$ cat config.mk
export PLATFORM = sky130hd
export DESIGN_NAME = cpu
export DESIGN_NICKNAME = d
export VERILOG_FILES = /design/src/rv32i_pkg.sv /design/src/dmem_if.sv /design/src/cpu.sv /design/src/write_back.sv /design/src/mem_access.sv /design/src/execute.sv /design/src/i_decode.sv /design/src/i_fetch.sv
export VERILOG_INCLUDE_DIRS = /design/src
export SDC_FILE = /design/constraint.sdc
export NUM_CORES = 2
export LEC_CHECK = 0
export BUFFER_PORTS_ARGS = -buffer_cell sky130_fd_sc_hd__buf_2
export CORE_AREA = 2 2 504 506
export DETAILED_ROUTE_END_ITERATION = 12
export DIE_AREA = 0 0 506 508
export GPL_TIMING_DRIVEN = 1
export MAX_ROUTING_LAYER = met4
export PLACE_DENSITY = 0.57
export SYNTH_ARGS = -nofsm -noshare
export SYNTH_HDL_FRONTEND = slang
export SYNTH_SLANG_ARGS = --single-unit
$ cat constraint.sdc
create_clock -name clk -period 4.3 [get_ports clk]
set_clock_uncertainty 0.15 [all_clocks]
set_input_delay 0.215 -clock clk [delete_from_list [all_inputs] [get_ports clk]]
set_output_delay 0.215 -clock clk [all_outputs]
set_load 0.03 [all_outputs]
$ cat src/rv32i_defines.svh
`ifndef RV32I_DEFINES_SVH
`define RV32I_DEFINES_SVH

// datapath width
`define RV32_XLEN 32

// first fetch address out of reset
`define RV32_RESET_PC 32'h0000_0000

// addi x0, x0, 0
// fills IF/ID on reset and on a flush
`define RV32_NOP 32'h0000_0013

`endif
$ cat src/rv32i_pkg.sv
`default_nettype none
`include "rv32i_defines.svh"

package rv32i_pkg;

    typedef logic [`RV32_XLEN-1:0] rv32i_word;

    // major opcodes handled by this core
    typedef enum logic [6:0] {
        op_lui   = 7'b0110111,
        op_auipc = 7'b0010111,
        op_jal   = 7'b1101111,
        op_jalr  = 7'b1100111,
        op_br    = 7'b1100011,
        op_load  = 7'b0000011,
        op_store = 7'b0100011,
        op_imm   = 7'b0010011,
        op_reg   = 7'b0110011
    } opcode_t;

    typedef enum logic [3:0] {
        alu_add, alu_sub, alu_sll, alu_slt, alu_sltu,
        alu_xor, alu_srl, alu_sra, alu_or, alu_and
    } alu_op_t;

    // source of the register file write value
    typedef enum logic [1:0] {
        wb_alu, wb_load, wb_uimm, wb_pc4
    } wb_sel_t;

    typedef struct packed {
        opcode_t    opcode;
        alu_op_t    alu_op;
        logic [2:0] funct3;
        logic       use_imm;
        logic       use_pc;
        logic       mem_read;
        logic       mem_write;
        logic       reg_write;
        wb_sel_t    wb_sel;
    } ctrl_t;

    typedef struct packed {
        rv32i_word pc;
        rv32i_word ir;
    } if_id_t;

    typedef struct packed {
        rv32i_word  pc;
        ctrl_t      ctrl;
        rv32i_word  rs1_val;
        rv32i_word  rs2_val;
        rv32i_word  imm;
        logic [4:0] rd;
    } id_ex_t;

    typedef struct packed {
        rv32i_word  pc;
        ctrl_t      ctrl;
        rv32i_word  alu_out;
        rv32i_word  store_data;
        rv32i_word  u_imm;
        logic [4:0] rd;
    } ex_mem_t;

    typedef struct packed {
        rv32i_word  pc;
        ctrl_t      ctrl;
        rv32i_word  alu_out;
        rv32i_word  rdata;
        rv32i_word  u_imm;
        logic [4:0] rd;
    } mem_wb_t;

endpackage

`default_nettype wire

$ cat src/dmem_if.sv
`default_nettype none

interface dmem_if import rv32i_pkg::*; ();
    // request, held until resp
    rv32i_word  address;
    logic       read;
    logic       write;
    logic [3:0] wmask;
    rv32i_word  wdata;
    // response, rdata valid with resp
    rv32i_word  rdata;
    logic       resp;

    modport requester (output address, read, write, wmask, wdata,
                       input rdata, resp);

    modport port (input address, read, write, wmask, wdata,
                  output rdata, resp);
endinterface

`default_nettype wire

$ cat src/cpu.sv
`default_nettype none
`include "rv32i_defines.svh"

module cpu import rv32i_pkg::*; (
    input  logic        clk,
    input  logic        rst,
    output rv32i_word   imem_address,
    output logic        imem_read,
    input  rv32i_word   imem_rdata,
    input  logic        imem_resp,
    output rv32i_word   dmem_address,
    output logic        dmem_read,
    output logic        dmem_write,
    output logic [3:0]  dmem_wmask,
    output rv32i_word   dmem_wdata,
    input  rv32i_word   dmem_rdata,
    input  logic        dmem_resp
);
    if_id_t    if_id;
    id_ex_t    id_ex, id_ex_next;
    ex_mem_t   ex_mem, ex_mem_next;
    mem_wb_t   mem_wb, mem_wb_next;
    rv32i_word fetch_pc;
    logic      stall;
    logic      branch_taken;
    rv32i_word target;
    rv32i_word regfile_in;
    logic [4:0] wb_rd;
    logic      load_regfile;

    dmem_if dbus ();

    // top-level pins onto the data interface
    assign dmem_address = dbus.address;
    assign dmem_read    = dbus.read;
    assign dmem_write   = dbus.write;
    assign dmem_wmask   = dbus.wmask;
    assign dmem_wdata   = dbus.wdata;
    assign dbus.rdata   = dmem_rdata;
    assign dbus.resp    = dmem_resp;

    // outstanding data access freezes everything
    assign stall = (dbus.read || dbus.write) && !dbus.resp;

    i_fetch i_fetch (.clk, .rst, .stall, .branch_taken, .target, .pc(fetch_pc),
                     .imem_address, .imem_read);
    i_decode i_decode (.clk, .rst, .id_in(if_id), .regfile_in, .rd(wb_rd),
                       .load_regfile, .id_out(id_ex_next));
    execute execute (.ex_in(id_ex), .ex_out(ex_mem_next), .branch_taken, .target);
    mem_access mem_access (.clk, .rst, .mem_in(ex_mem), .dbus(dbus.requester),
                           .mem_out(mem_wb_next));
    write_back write_back (.wb_in(mem_wb), .regfile_in, .rd(wb_rd), .load_regfile);

    always_ff @(posedge clk) begin
        if (rst) begin
            if_id  <= '{pc: `RV32_RESET_PC, ir: `RV32_NOP};
            id_ex  <= '0;
            ex_mem <= '0;
            mem_wb <= '0;
        end else if (!stall) begin
            // taken branch in execute kills the two younger slots
            if (branch_taken) begin
                if_id <= '{pc: fetch_pc, ir: `RV32_NOP};
                id_ex <= '0;
            end else begin
                if_id <= '{pc: fetch_pc, ir: imem_rdata};
                id_ex <= id_ex_next;
            end
            ex_mem <= ex_mem_next;
            mem_wb <= mem_wb_next;
        end
    end
endmodule

`default_nettype wire

$ cat src/write_back.sv
`default_nettype none

module write_back import rv32i_pkg::*; (
    input  mem_wb_t    wb_in,
    output rv32i_word  regfile_in,
    output logic [4:0] rd,
    output logic       load_regfile
);
    rv32i_word lword;
    rv32i_word load_val;

    // addressed byte moved down to bit 0
    assign lword = wb_in.rdata >> {wb_in.alu_out[1:0], 3'b000};

    always_comb begin
        case (wb_in.ctrl.funct3)
            3'b000:  load_val = {{24{lword[7]}}, lword[7:0]};
            3'b001:  load_val = {{16{lword[15]}}, lword[15:0]};
            3'b100:  load_val = {24'b0, lword[7:0]};
            3'b101:  load_val = {16'b0, lword[15:0]};
            default: load_val = wb_in.rdata;
        endcase
    end

    always_comb begin
        case (wb_in.ctrl.wb_sel)
            wb_load: regfile_in = load_val;
            wb_uimm: regfile_in = wb_in.u_imm;
            wb_pc4:  regfile_in = wb_in.pc + 32'd4;
            default: regfile_in = wb_in.alu_out;
        endcase
    end

    assign rd = wb_in.rd;
    // no write for x0
    assign load_regfile = wb_in.ctrl.reg_write && (wb_in.rd != 5'd0);
endmodule

`default_nettype wire

$ cat src/mem_access.sv
`default_nettype none

module mem_access import rv32i_pkg::*; (
    input  logic     clk,
    input  logic     rst,
    input  ex_mem_t  mem_in,
    dmem_if.requester dbus,
    output mem_wb_t  mem_out
);
    logic [1:0] off;
    logic [1:0] lane;
    rv32i_word  mdr;

    // halves sit on lane 0 or 2, words on lane 0
    assign off = mem_in.alu_out[1:0];
    always_comb begin
        case (mem_in.ctrl.funct3[1:0])
            2'b00:   lane = off;
            2'b01:   lane = {off[1], 1'b0};
            default: lane = 2'b00;
        endcase
    end

    always_comb begin
        case (mem_in.ctrl.funct3[1:0])
            2'b00:   dbus.wmask = 4'b0001 << lane;
            2'b01:   dbus.wmask = 4'b0011 << lane;
            default: dbus.wmask = 4'b1111;
        endcase
    end

    // word-aligned address, data shifted onto its lane
    assign dbus.address = {mem_in.alu_out[31:2], 2'b00};
    assign dbus.wdata   = mem_in.store_data << {lane, 3'b000};
    assign dbus.read    = mem_in.ctrl.mem_read;
    assign dbus.write   = mem_in.ctrl.mem_write;

    // last returned word
    always_ff @(posedge clk) begin
        if (rst) mdr <= '0;
        else if (dbus.resp) mdr <= dbus.rdata;
    end

    assign mem_out = '{pc: mem_in.pc, ctrl: mem_in.ctrl, alu_out: mem_in.alu_out,
                       rdata: dbus.resp ? dbus.rdata : mdr,
                       u_imm: mem_in.u_imm, rd: mem_in.rd};
endmodule

`default_nettype wire

$ cat src/execute.sv
`default_nettype none

module execute import rv32i_pkg::*; (
    input  id_ex_t    ex_in,
    output ex_mem_t   ex_out,
    output logic      branch_taken,
    output rv32i_word target
);
    rv32i_word op_a;
    rv32i_word op_b;
    rv32i_word alu_out;
    logic [4:0] shamt;
    logic      cmp;
    logic      is_jal;
    logic      is_jalr;
    logic      is_br;

    // pc feeds auipc, immediate feeds all but reg-reg and branches
    assign op_a  = ex_in.ctrl.use_pc ? ex_in.pc : ex_in.rs1_val;
    assign op_b  = ex_in.ctrl.use_imm ? ex_in.imm : ex_in.rs2_val;
    assign shamt = op_b[4:0];

    always_comb begin
        case (ex_in.ctrl.alu_op)
            alu_sub:  alu_out = op_a - op_b;
            alu_sll:  alu_out = op_a << shamt;
            alu_slt:  alu_out = {31'b0, $signed(op_a) < $signed(op_b)};
            alu_sltu: alu_out = {31'b0, op_a < op_b};
            alu_xor:  alu_out = op_a ^ op_b;
            alu_srl:  alu_out = op_a >> shamt;
            alu_sra:  alu_out = $signed(op_a) >>> shamt;
            alu_or:   alu_out = op_a | op_b;
            alu_and:  alu_out = op_a & op_b;
            default:  alu_out = op_a + op_b;
        endcase
    end

    // branch compare on register values
    always_comb begin
        case (ex_in.ctrl.funct3)
            3'b000:  cmp = ex_in.rs1_val == ex_in.rs2_val;
            3'b001:  cmp = ex_in.rs1_val != ex_in.rs2_val;
            3'b100:  cmp = $signed(ex_in.rs1_val) < $signed(ex_in.rs2_val);
            3'b101:  cmp = $signed(ex_in.rs1_val) >= $signed(ex_in.rs2_val);
            3'b110:  cmp = ex_in.rs1_val < ex_in.rs2_val;
            3'b111:  cmp = ex_in.rs1_val >= ex_in.rs2_val;
            default: cmp = 1'b0;
        endcase
    end

    assign is_jal  = ex_in.ctrl.opcode == op_jal;
    assign is_jalr = ex_in.ctrl.opcode == op_jalr;
    assign is_br   = ex_in.ctrl.opcode == op_br;

    assign branch_taken = is_jal || is_jalr || (is_br && cmp);

    // jalr clears bit 0 of rs1 + imm
    assign target = is_jalr ? ((ex_in.rs1_val + ex_in.imm) & ~32'd1)
                            : ex_in.pc + ex_in.imm;

    assign ex_out = '{pc: ex_in.pc, ctrl: ex_in.ctrl, alu_out: alu_out,
                      store_data: ex_in.rs2_val, u_imm: ex_in.imm, rd: ex_in.rd};
endmodule

`default_nettype wire

$ cat src/i_decode.sv
`default_nettype none

module i_decode import rv32i_pkg::*; (
    input  logic       clk,
    input  logic       rst,
    input  if_id_t     id_in,
    input  rv32i_word  regfile_in,
    input  logic [4:0] rd,
    input  logic       load_regfile,
    output id_ex_t     id_out
);
    rv32i_word  regs [32];
    rv32i_word  ir;
    logic [6:0] opcode;
    logic [2:0] funct3;
    logic       f7b5;
    logic [4:0] rs1;
    logic [4:0] rs2;
    rv32i_word  i_imm;
    rv32i_word  s_imm;
    rv32i_word  b_imm;
    rv32i_word  u_imm;
    rv32i_word  j_imm;
    ctrl_t      ctrl;
    rv32i_word  imm;
    alu_op_t    f3_op;

    assign ir     = id_in.ir;
    assign opcode = ir[6:0];
    assign funct3 = ir[14:12];
    assign f7b5   = ir[30];
    assign rs1    = ir[19:15];
    assign rs2    = ir[24:20];

    // immediates for every format
    assign i_imm = {{20{ir[31]}}, ir[31:20]};
    assign s_imm = {{20{ir[31]}}, ir[31:25], ir[11:7]};
    assign b_imm = {{19{ir[31]}}, ir[31], ir[7], ir[30:25], ir[11:8], 1'b0};
    assign u_imm = {ir[31:12], 12'b0};
    assign j_imm = {{11{ir[31]}}, ir[31], ir[19:12], ir[20], ir[30:21], 1'b0};

    // funct3 to alu op, funct7 bit picks sub and sra
    always_comb begin
        case (funct3)
            3'b000:  f3_op = (opcode == op_reg && f7b5) ? alu_sub : alu_add;
            3'b001:  f3_op = alu_sll;
            3'b010:  f3_op = alu_slt;
            3'b011:  f3_op = alu_sltu;
            3'b100:  f3_op = alu_xor;
            3'b101:  f3_op = f7b5 ? alu_sra : alu_srl;
            3'b110:  f3_op = alu_or;
            default: f3_op = alu_and;
        endcase
    end

    always_comb begin
        ctrl        = '0;
        ctrl.opcode = opcode_t'(opcode);
        ctrl.funct3 = funct3;
        ctrl.alu_op = alu_add;
        ctrl.wb_sel = wb_alu;
        imm         = i_imm;
        case (opcode)
            op_lui: begin
                ctrl.reg_write = 1'b1;
                ctrl.wb_sel    = wb_uimm;
                imm            = u_imm;
            end
            op_auipc: begin
                ctrl.reg_write = 1'b1;
                ctrl.use_pc    = 1'b1;
                ctrl.use_imm   = 1'b1;
                imm            = u_imm;
            end
            op_jal: begin
                ctrl.reg_write = 1'b1;
                ctrl.wb_sel    = wb_pc4;
                imm            = j_imm;
            end
            op_jalr: begin
                ctrl.reg_write = 1'b1;
                ctrl.wb_sel    = wb_pc4;
            end
            // comparator reads funct3 directly
            op_br: imm = b_imm;
            op_load: begin
                ctrl.reg_write = 1'b1;
                ctrl.mem_read  = 1'b1;
                ctrl.use_imm   = 1'b1;
                ctrl.wb_sel    = wb_load;
            end
            op_store: begin
                ctrl.mem_write = 1'b1;
                ctrl.use_imm   = 1'b1;
                imm            = s_imm;
            end
            op_imm: begin
                ctrl.reg_write = 1'b1;
                ctrl.use_imm   = 1'b1;
                ctrl.alu_op    = f3_op;
            end
            op_reg: begin
                ctrl.reg_write = 1'b1;
                ctrl.alu_op    = f3_op;
            end
            // unknown opcodes keep the cleared control word
            default: ;
        endcase
    end

    // register file, x0 never written
    always_ff @(posedge clk) begin
        if (rst) begin
            for (int i = 0; i < 32; i++) begin
                regs[i] <= '0;
            end
        end else if (load_regfile && rd != 5'd0) begin
            regs[rd] <= regfile_in;
        end
    end

    // write-through so a same-cycle write is seen by decode
    function automatic rv32i_word read_reg(input logic [4:0] sel);
        if (sel == 5'd0) return '0;
        if (load_regfile && rd == sel) return regfile_in;
        return regs[sel];
    endfunction

    assign id_out = '{pc: id_in.pc, ctrl: ctrl, rs1_val: read_reg(rs1),
                      rs2_val: read_reg(rs2), imm: imm, rd: ir[11:7]};
endmodule

`default_nettype wire

$ cat src/i_fetch.sv
`default_nettype none
`include "rv32i_defines.svh"

module i_fetch import rv32i_pkg::*; (
    input  logic      clk,
    input  logic      rst,
    input  logic      stall,
    input  logic      branch_taken,
    input  rv32i_word target,
    output rv32i_word pc,
    output rv32i_word imem_address,
    output logic      imem_read
);
    rv32i_word pc_next;

    // redirect from execute wins over sequential fetch
    assign pc_next = branch_taken ? target : pc + 32'd4;

    always_ff @(posedge clk) begin
        if (rst) begin
            pc <= `RV32_RESET_PC;
        end else if (!stall) begin
            pc <= pc_next;
        end
    end

    // instruction port is combinational, always reading
    assign imem_address = pc;
    assign imem_read    = 1'b1;
endmodule

`default_nettype wire

==> reports/results.txt <==
Area growth, synth to finish - 16.9%
cts bufs inserted - 174
post-DP HPWL - 260 mm
CTS tree - done
Fin. Hold Viols - 0
ANT nets after route - 0
initial antenna violation count - 21
first-pass GRT wire length - 513 mm
DRT iter0 DRCs - 9970
Static Leak - 36.6 nW
Async S/R FF share, synth - 0%
CP Data Arrival Time - 4.90 ns
router iterations before antenna repair - 6
crit path launch - id_ex[107]$_SDFFE_PP0N_
Worst-path clk slew - 0.06 ns
Post-Route WL - 362 mm
outcome - finished with violations
die area - 257000 um2
Crit path buffers/inverters - 1
Post-Layout Cell Count - 12.2k
Max Fclk - 233 MHz
worst skew pair latency - 0.85 ns
Clk Tree Root Cell - clkbuf_16
CP Class - flip-flop to flip-flop
EDFF count, synth - 1024
CTS Sinks - 1596
I/O pin cnt - 171
GP Congestion - 1.03
IO Port Bufs - 166
commonest non-fill, non-tap cell in the layout - nor2_1
slowest library cell on the worst path - a41o_2
CP dominant cell by count - a21oi_2
multi-input logic area - 42800 um2
setup ws final - -0.000634 ns
Register Area - 42200 um2
fin. max-slew vios - 0
Die X-Extent - 506 um
Worst Hold Class - input port to flip-flop
FP Rows - 185
DR WL/cell - 29.7 um
CP required - 4.90 ns
syn avg cell area - 10.6 um2
largest net degree at the start of global routing - 175
CP delay by family, top - compound AO/OA/AOI/OAI gates
maximum vdd drop - 454 uV
Final Util - 40.7%
unrepaired setup endpoints after global routing - true
#FFs+latches synth - 1596
mapped cell area - 87800 um2
Tot GR Track Use - 28.3%
crit path cell chain - mux2i_4 > inv_2 > ha_4 > fa_2 > a211o_1 > a2111oi_4 > o211ai_1 > a41o_2 > a21boi_4 > o31ai_4 > a211oi_4 > nand4b_1 > a21oi_2 > or3_4 > a21oi_2 > o221a_1
Core Area - 252000 um2
share of cells above drive strength 1 - 21.8%
synth warn - 0
drt via density - 5.94
gr ovfl total - 0
Setup crit start kind - flip-flop
placed cells - 11.7k
Crit. End Element - flip-flop
via total after detailed routing - 72.2k
largest incremental delay on the critical path - 0.39 ns
Unique masters post-synth - 84
placed cell area - 95800 um2
Die Y - 508 um
Top FF cell, synth - edfxtp_1
pwr dens - 394 nW/um2
count of final setup violators - 1
failing checks - setup timing
# fillers - 24.3k
Hold Startpoint - dmem_resp
final net count - 8894
CTS max path bufs - 3
commonest cells after routing, fill and taps aside - nor2_1, nand2_1, edfxtp_1
Slew HR - 10.4%
worst r2r src - id_ex[107]$_SDFFE_PP0N_
minimum clock period - 4.30 ns
max-cap violation count - 0
largest fanout on the critical path - 3
actual slew at the worst max-slew pin - 1.33 ns
period utilisation layout - 100%
Mapped Cells - 8310
Overall Power - 40.4 mW
hold_ws - 0.0232 ns
# DRC - 0
starting density of the core - 34.8%
vias in the first global route - 69.6k
register area share after synthesis - 48.1%
CTS H-tree depth - 4
post-route design area - 103000 um2
[cell families after synthesis]
kind of cell	count (synthesis)	synth area share (%)
XOR/XNOR	113	1.13
multiplexers	846	18.9
buffers and inverters	919	4.09
AND/OR/NAND/NOR	2993	13.8
other	2	0.00855
AO/OA/AOI/OAI	1645	11.2
adder cells (fa/ha/maj)	196	2.83
flip-flops	1596	48.1
[flip-flops by register name (all words and copies together) (netlist names), named ones only]
signal	count
id_ex	154
mem_wb	139
if_id	64
i_decode.regs	1024
i_fetch.imem_address	32
mem_access.mdr	32
ex_mem	141
[Yosys cell counts, types with 6 or more instances]
| library cell | n | area (um2) |
|---|---|---|
| o21ai_0 | 333 | 1670 |
| mux2_2 | 68 | 766 |
| nand4_1 | 29 | 181 |
| a221oi_1 | 34 | 298 |
| a211o_1 | 8 | 70.1 |
| a31o_2 | 7 | 61.3 |
| o221ai_1 | 27 | 236 |
| or3_1 | 16 | 100 |
| xnor2_1 | 67 | 587 |
| clkbuf_1 | 622 | 2330 |
| o211ai_1 | 38 | 285 |
| and2_1 | 21 | 131 |
| a21oi_1 | 733 | 3670 |
| a21boi_0 | 10 | 75.1 |
| and3_1 | 52 | 325 |
| xor2_1 | 46 | 403 |
| a211oi_1 | 84 | 631 |
| nand3_1 | 158 | 791 |
| or2_2 | 11 | 68.8 |
| mux2i_1 | 136 | 1360 |
| o21bai_1 | 18 | 135 |
| nand3b_1 | 7 | 52.6 |
| mux4_2 | 642 | 14500 |
| buf_4 | 33 | 248 |
| a22oi_1 | 82 | 616 |
| nand2_1 | 1078 | 4050 |
| o31ai_1 | 15 | 113 |
| buf_1 | 99 | 372 |
| buf_2 | 6 | 30.0 |
| nor4_1 | 20 | 125 |
| a31oi_1 | 48 | 300 |
| dfxtp_1 | 572 | 11500 |
| o21a_1 | 49 | 368 |
| nand2b_1 | 35 | 219 |
| nor2_1 | 1471 | 5520 |
| ha_1 | 192 | 2400 |
| a2111oi_0 | 7 | 61.3 |
| nor3_1 | 64 | 320 |
| a221o_1 | 11 | 110 |
| o22ai_1 | 25 | 156 |
| nor2b_1 | 12 | 75.1 |
| a21o_1 | 46 | 345 |
| o21ai_1 | 9 | 45.0 |
| inv_1 | 157 | 589 |
| edfxtp_1 | 1024 | 30700 |
[per-stage QoR]
| step | setup TNS, ns | worst slack, ns |
|---|---|---|
| 5_1_grt | -0.114 | -0.0789 |
| 3_5_place_dp | -0.116 | -0.0791 |
| 4_1_cts | -0.0456 | -0.0456 |
| 3_3_place_gp | -0.130 | -0.0754 |
| 6_report | -0.000634 | -0.000634 |
| 2_1_floorplan | -0.0562 | -0.0562 |
[worst paths after layout]
path / slack [ns] / to / cells after the start
min: 0.02 / mem_access.mdr[6]$_SDFF_PP0_ / 4
max: -0.0006 / ex_mem[99]$_SDFFE_PP0N_ / 16
min reg2reg: 0.29 / mem_wb[103]$_SDFFE_PP0N_ / 2
max reg2reg: -0.0006 / ex_mem[99]$_SDFFE_PP0N_ / 16
[report_power, final]
part | internal [mW] | switching (mW) | total [mW]
combinational | 2.84 | 4.66 | 7.50
sequential | 16.9 | 0.666 | 17.5
clock | 8.68 | 6.72 | 15.4
[timing repair]
action	4_1_cts	5_1_grt
resized for setup	8	39
buffers inserted	1	0
hold buffers	79	0
pin swaps	2	17
setup endpoints to repair	5	21
hold endpoints to repair	154	0
[layer usage]
layer	global-route usage, %	share of wire [%]
met5	-	0
met4	15.4	6.6
met3	5.85	10
met2	43.7	46
met1	34.7	37
[worst register-to-register path, stage by stage (launching register included)]
cell       delay (ns)
dfxtp_4          0.38
mux2i_4          0.24
inv_2            0.08
ha_4             0.17
fa_2             0.38
a211o_1          0.33
a2111oi_4        0.36
o211ai_1         0.18
a41o_2           0.39
a21boi_4         0.21
o31ai_4          0.11
a211oi_4         0.27
nand4b_1         0.17
a21oi_2          0.08
or3_4            0.39
a21oi_2          0.13
o221a_1          0.17
[final cells by class]
cell class                 instances  area share [%]
inverter                         158           0.579
tap                             3366            4.10
multi-input combinational       5828            41.7
antenna                           17          0.0415
clock inverter                    84           0.875
timing repair buffer             872            6.81
sequential                      1596            41.2
clock buffer                     235            4.73
(Power assumes the default switching activity.)
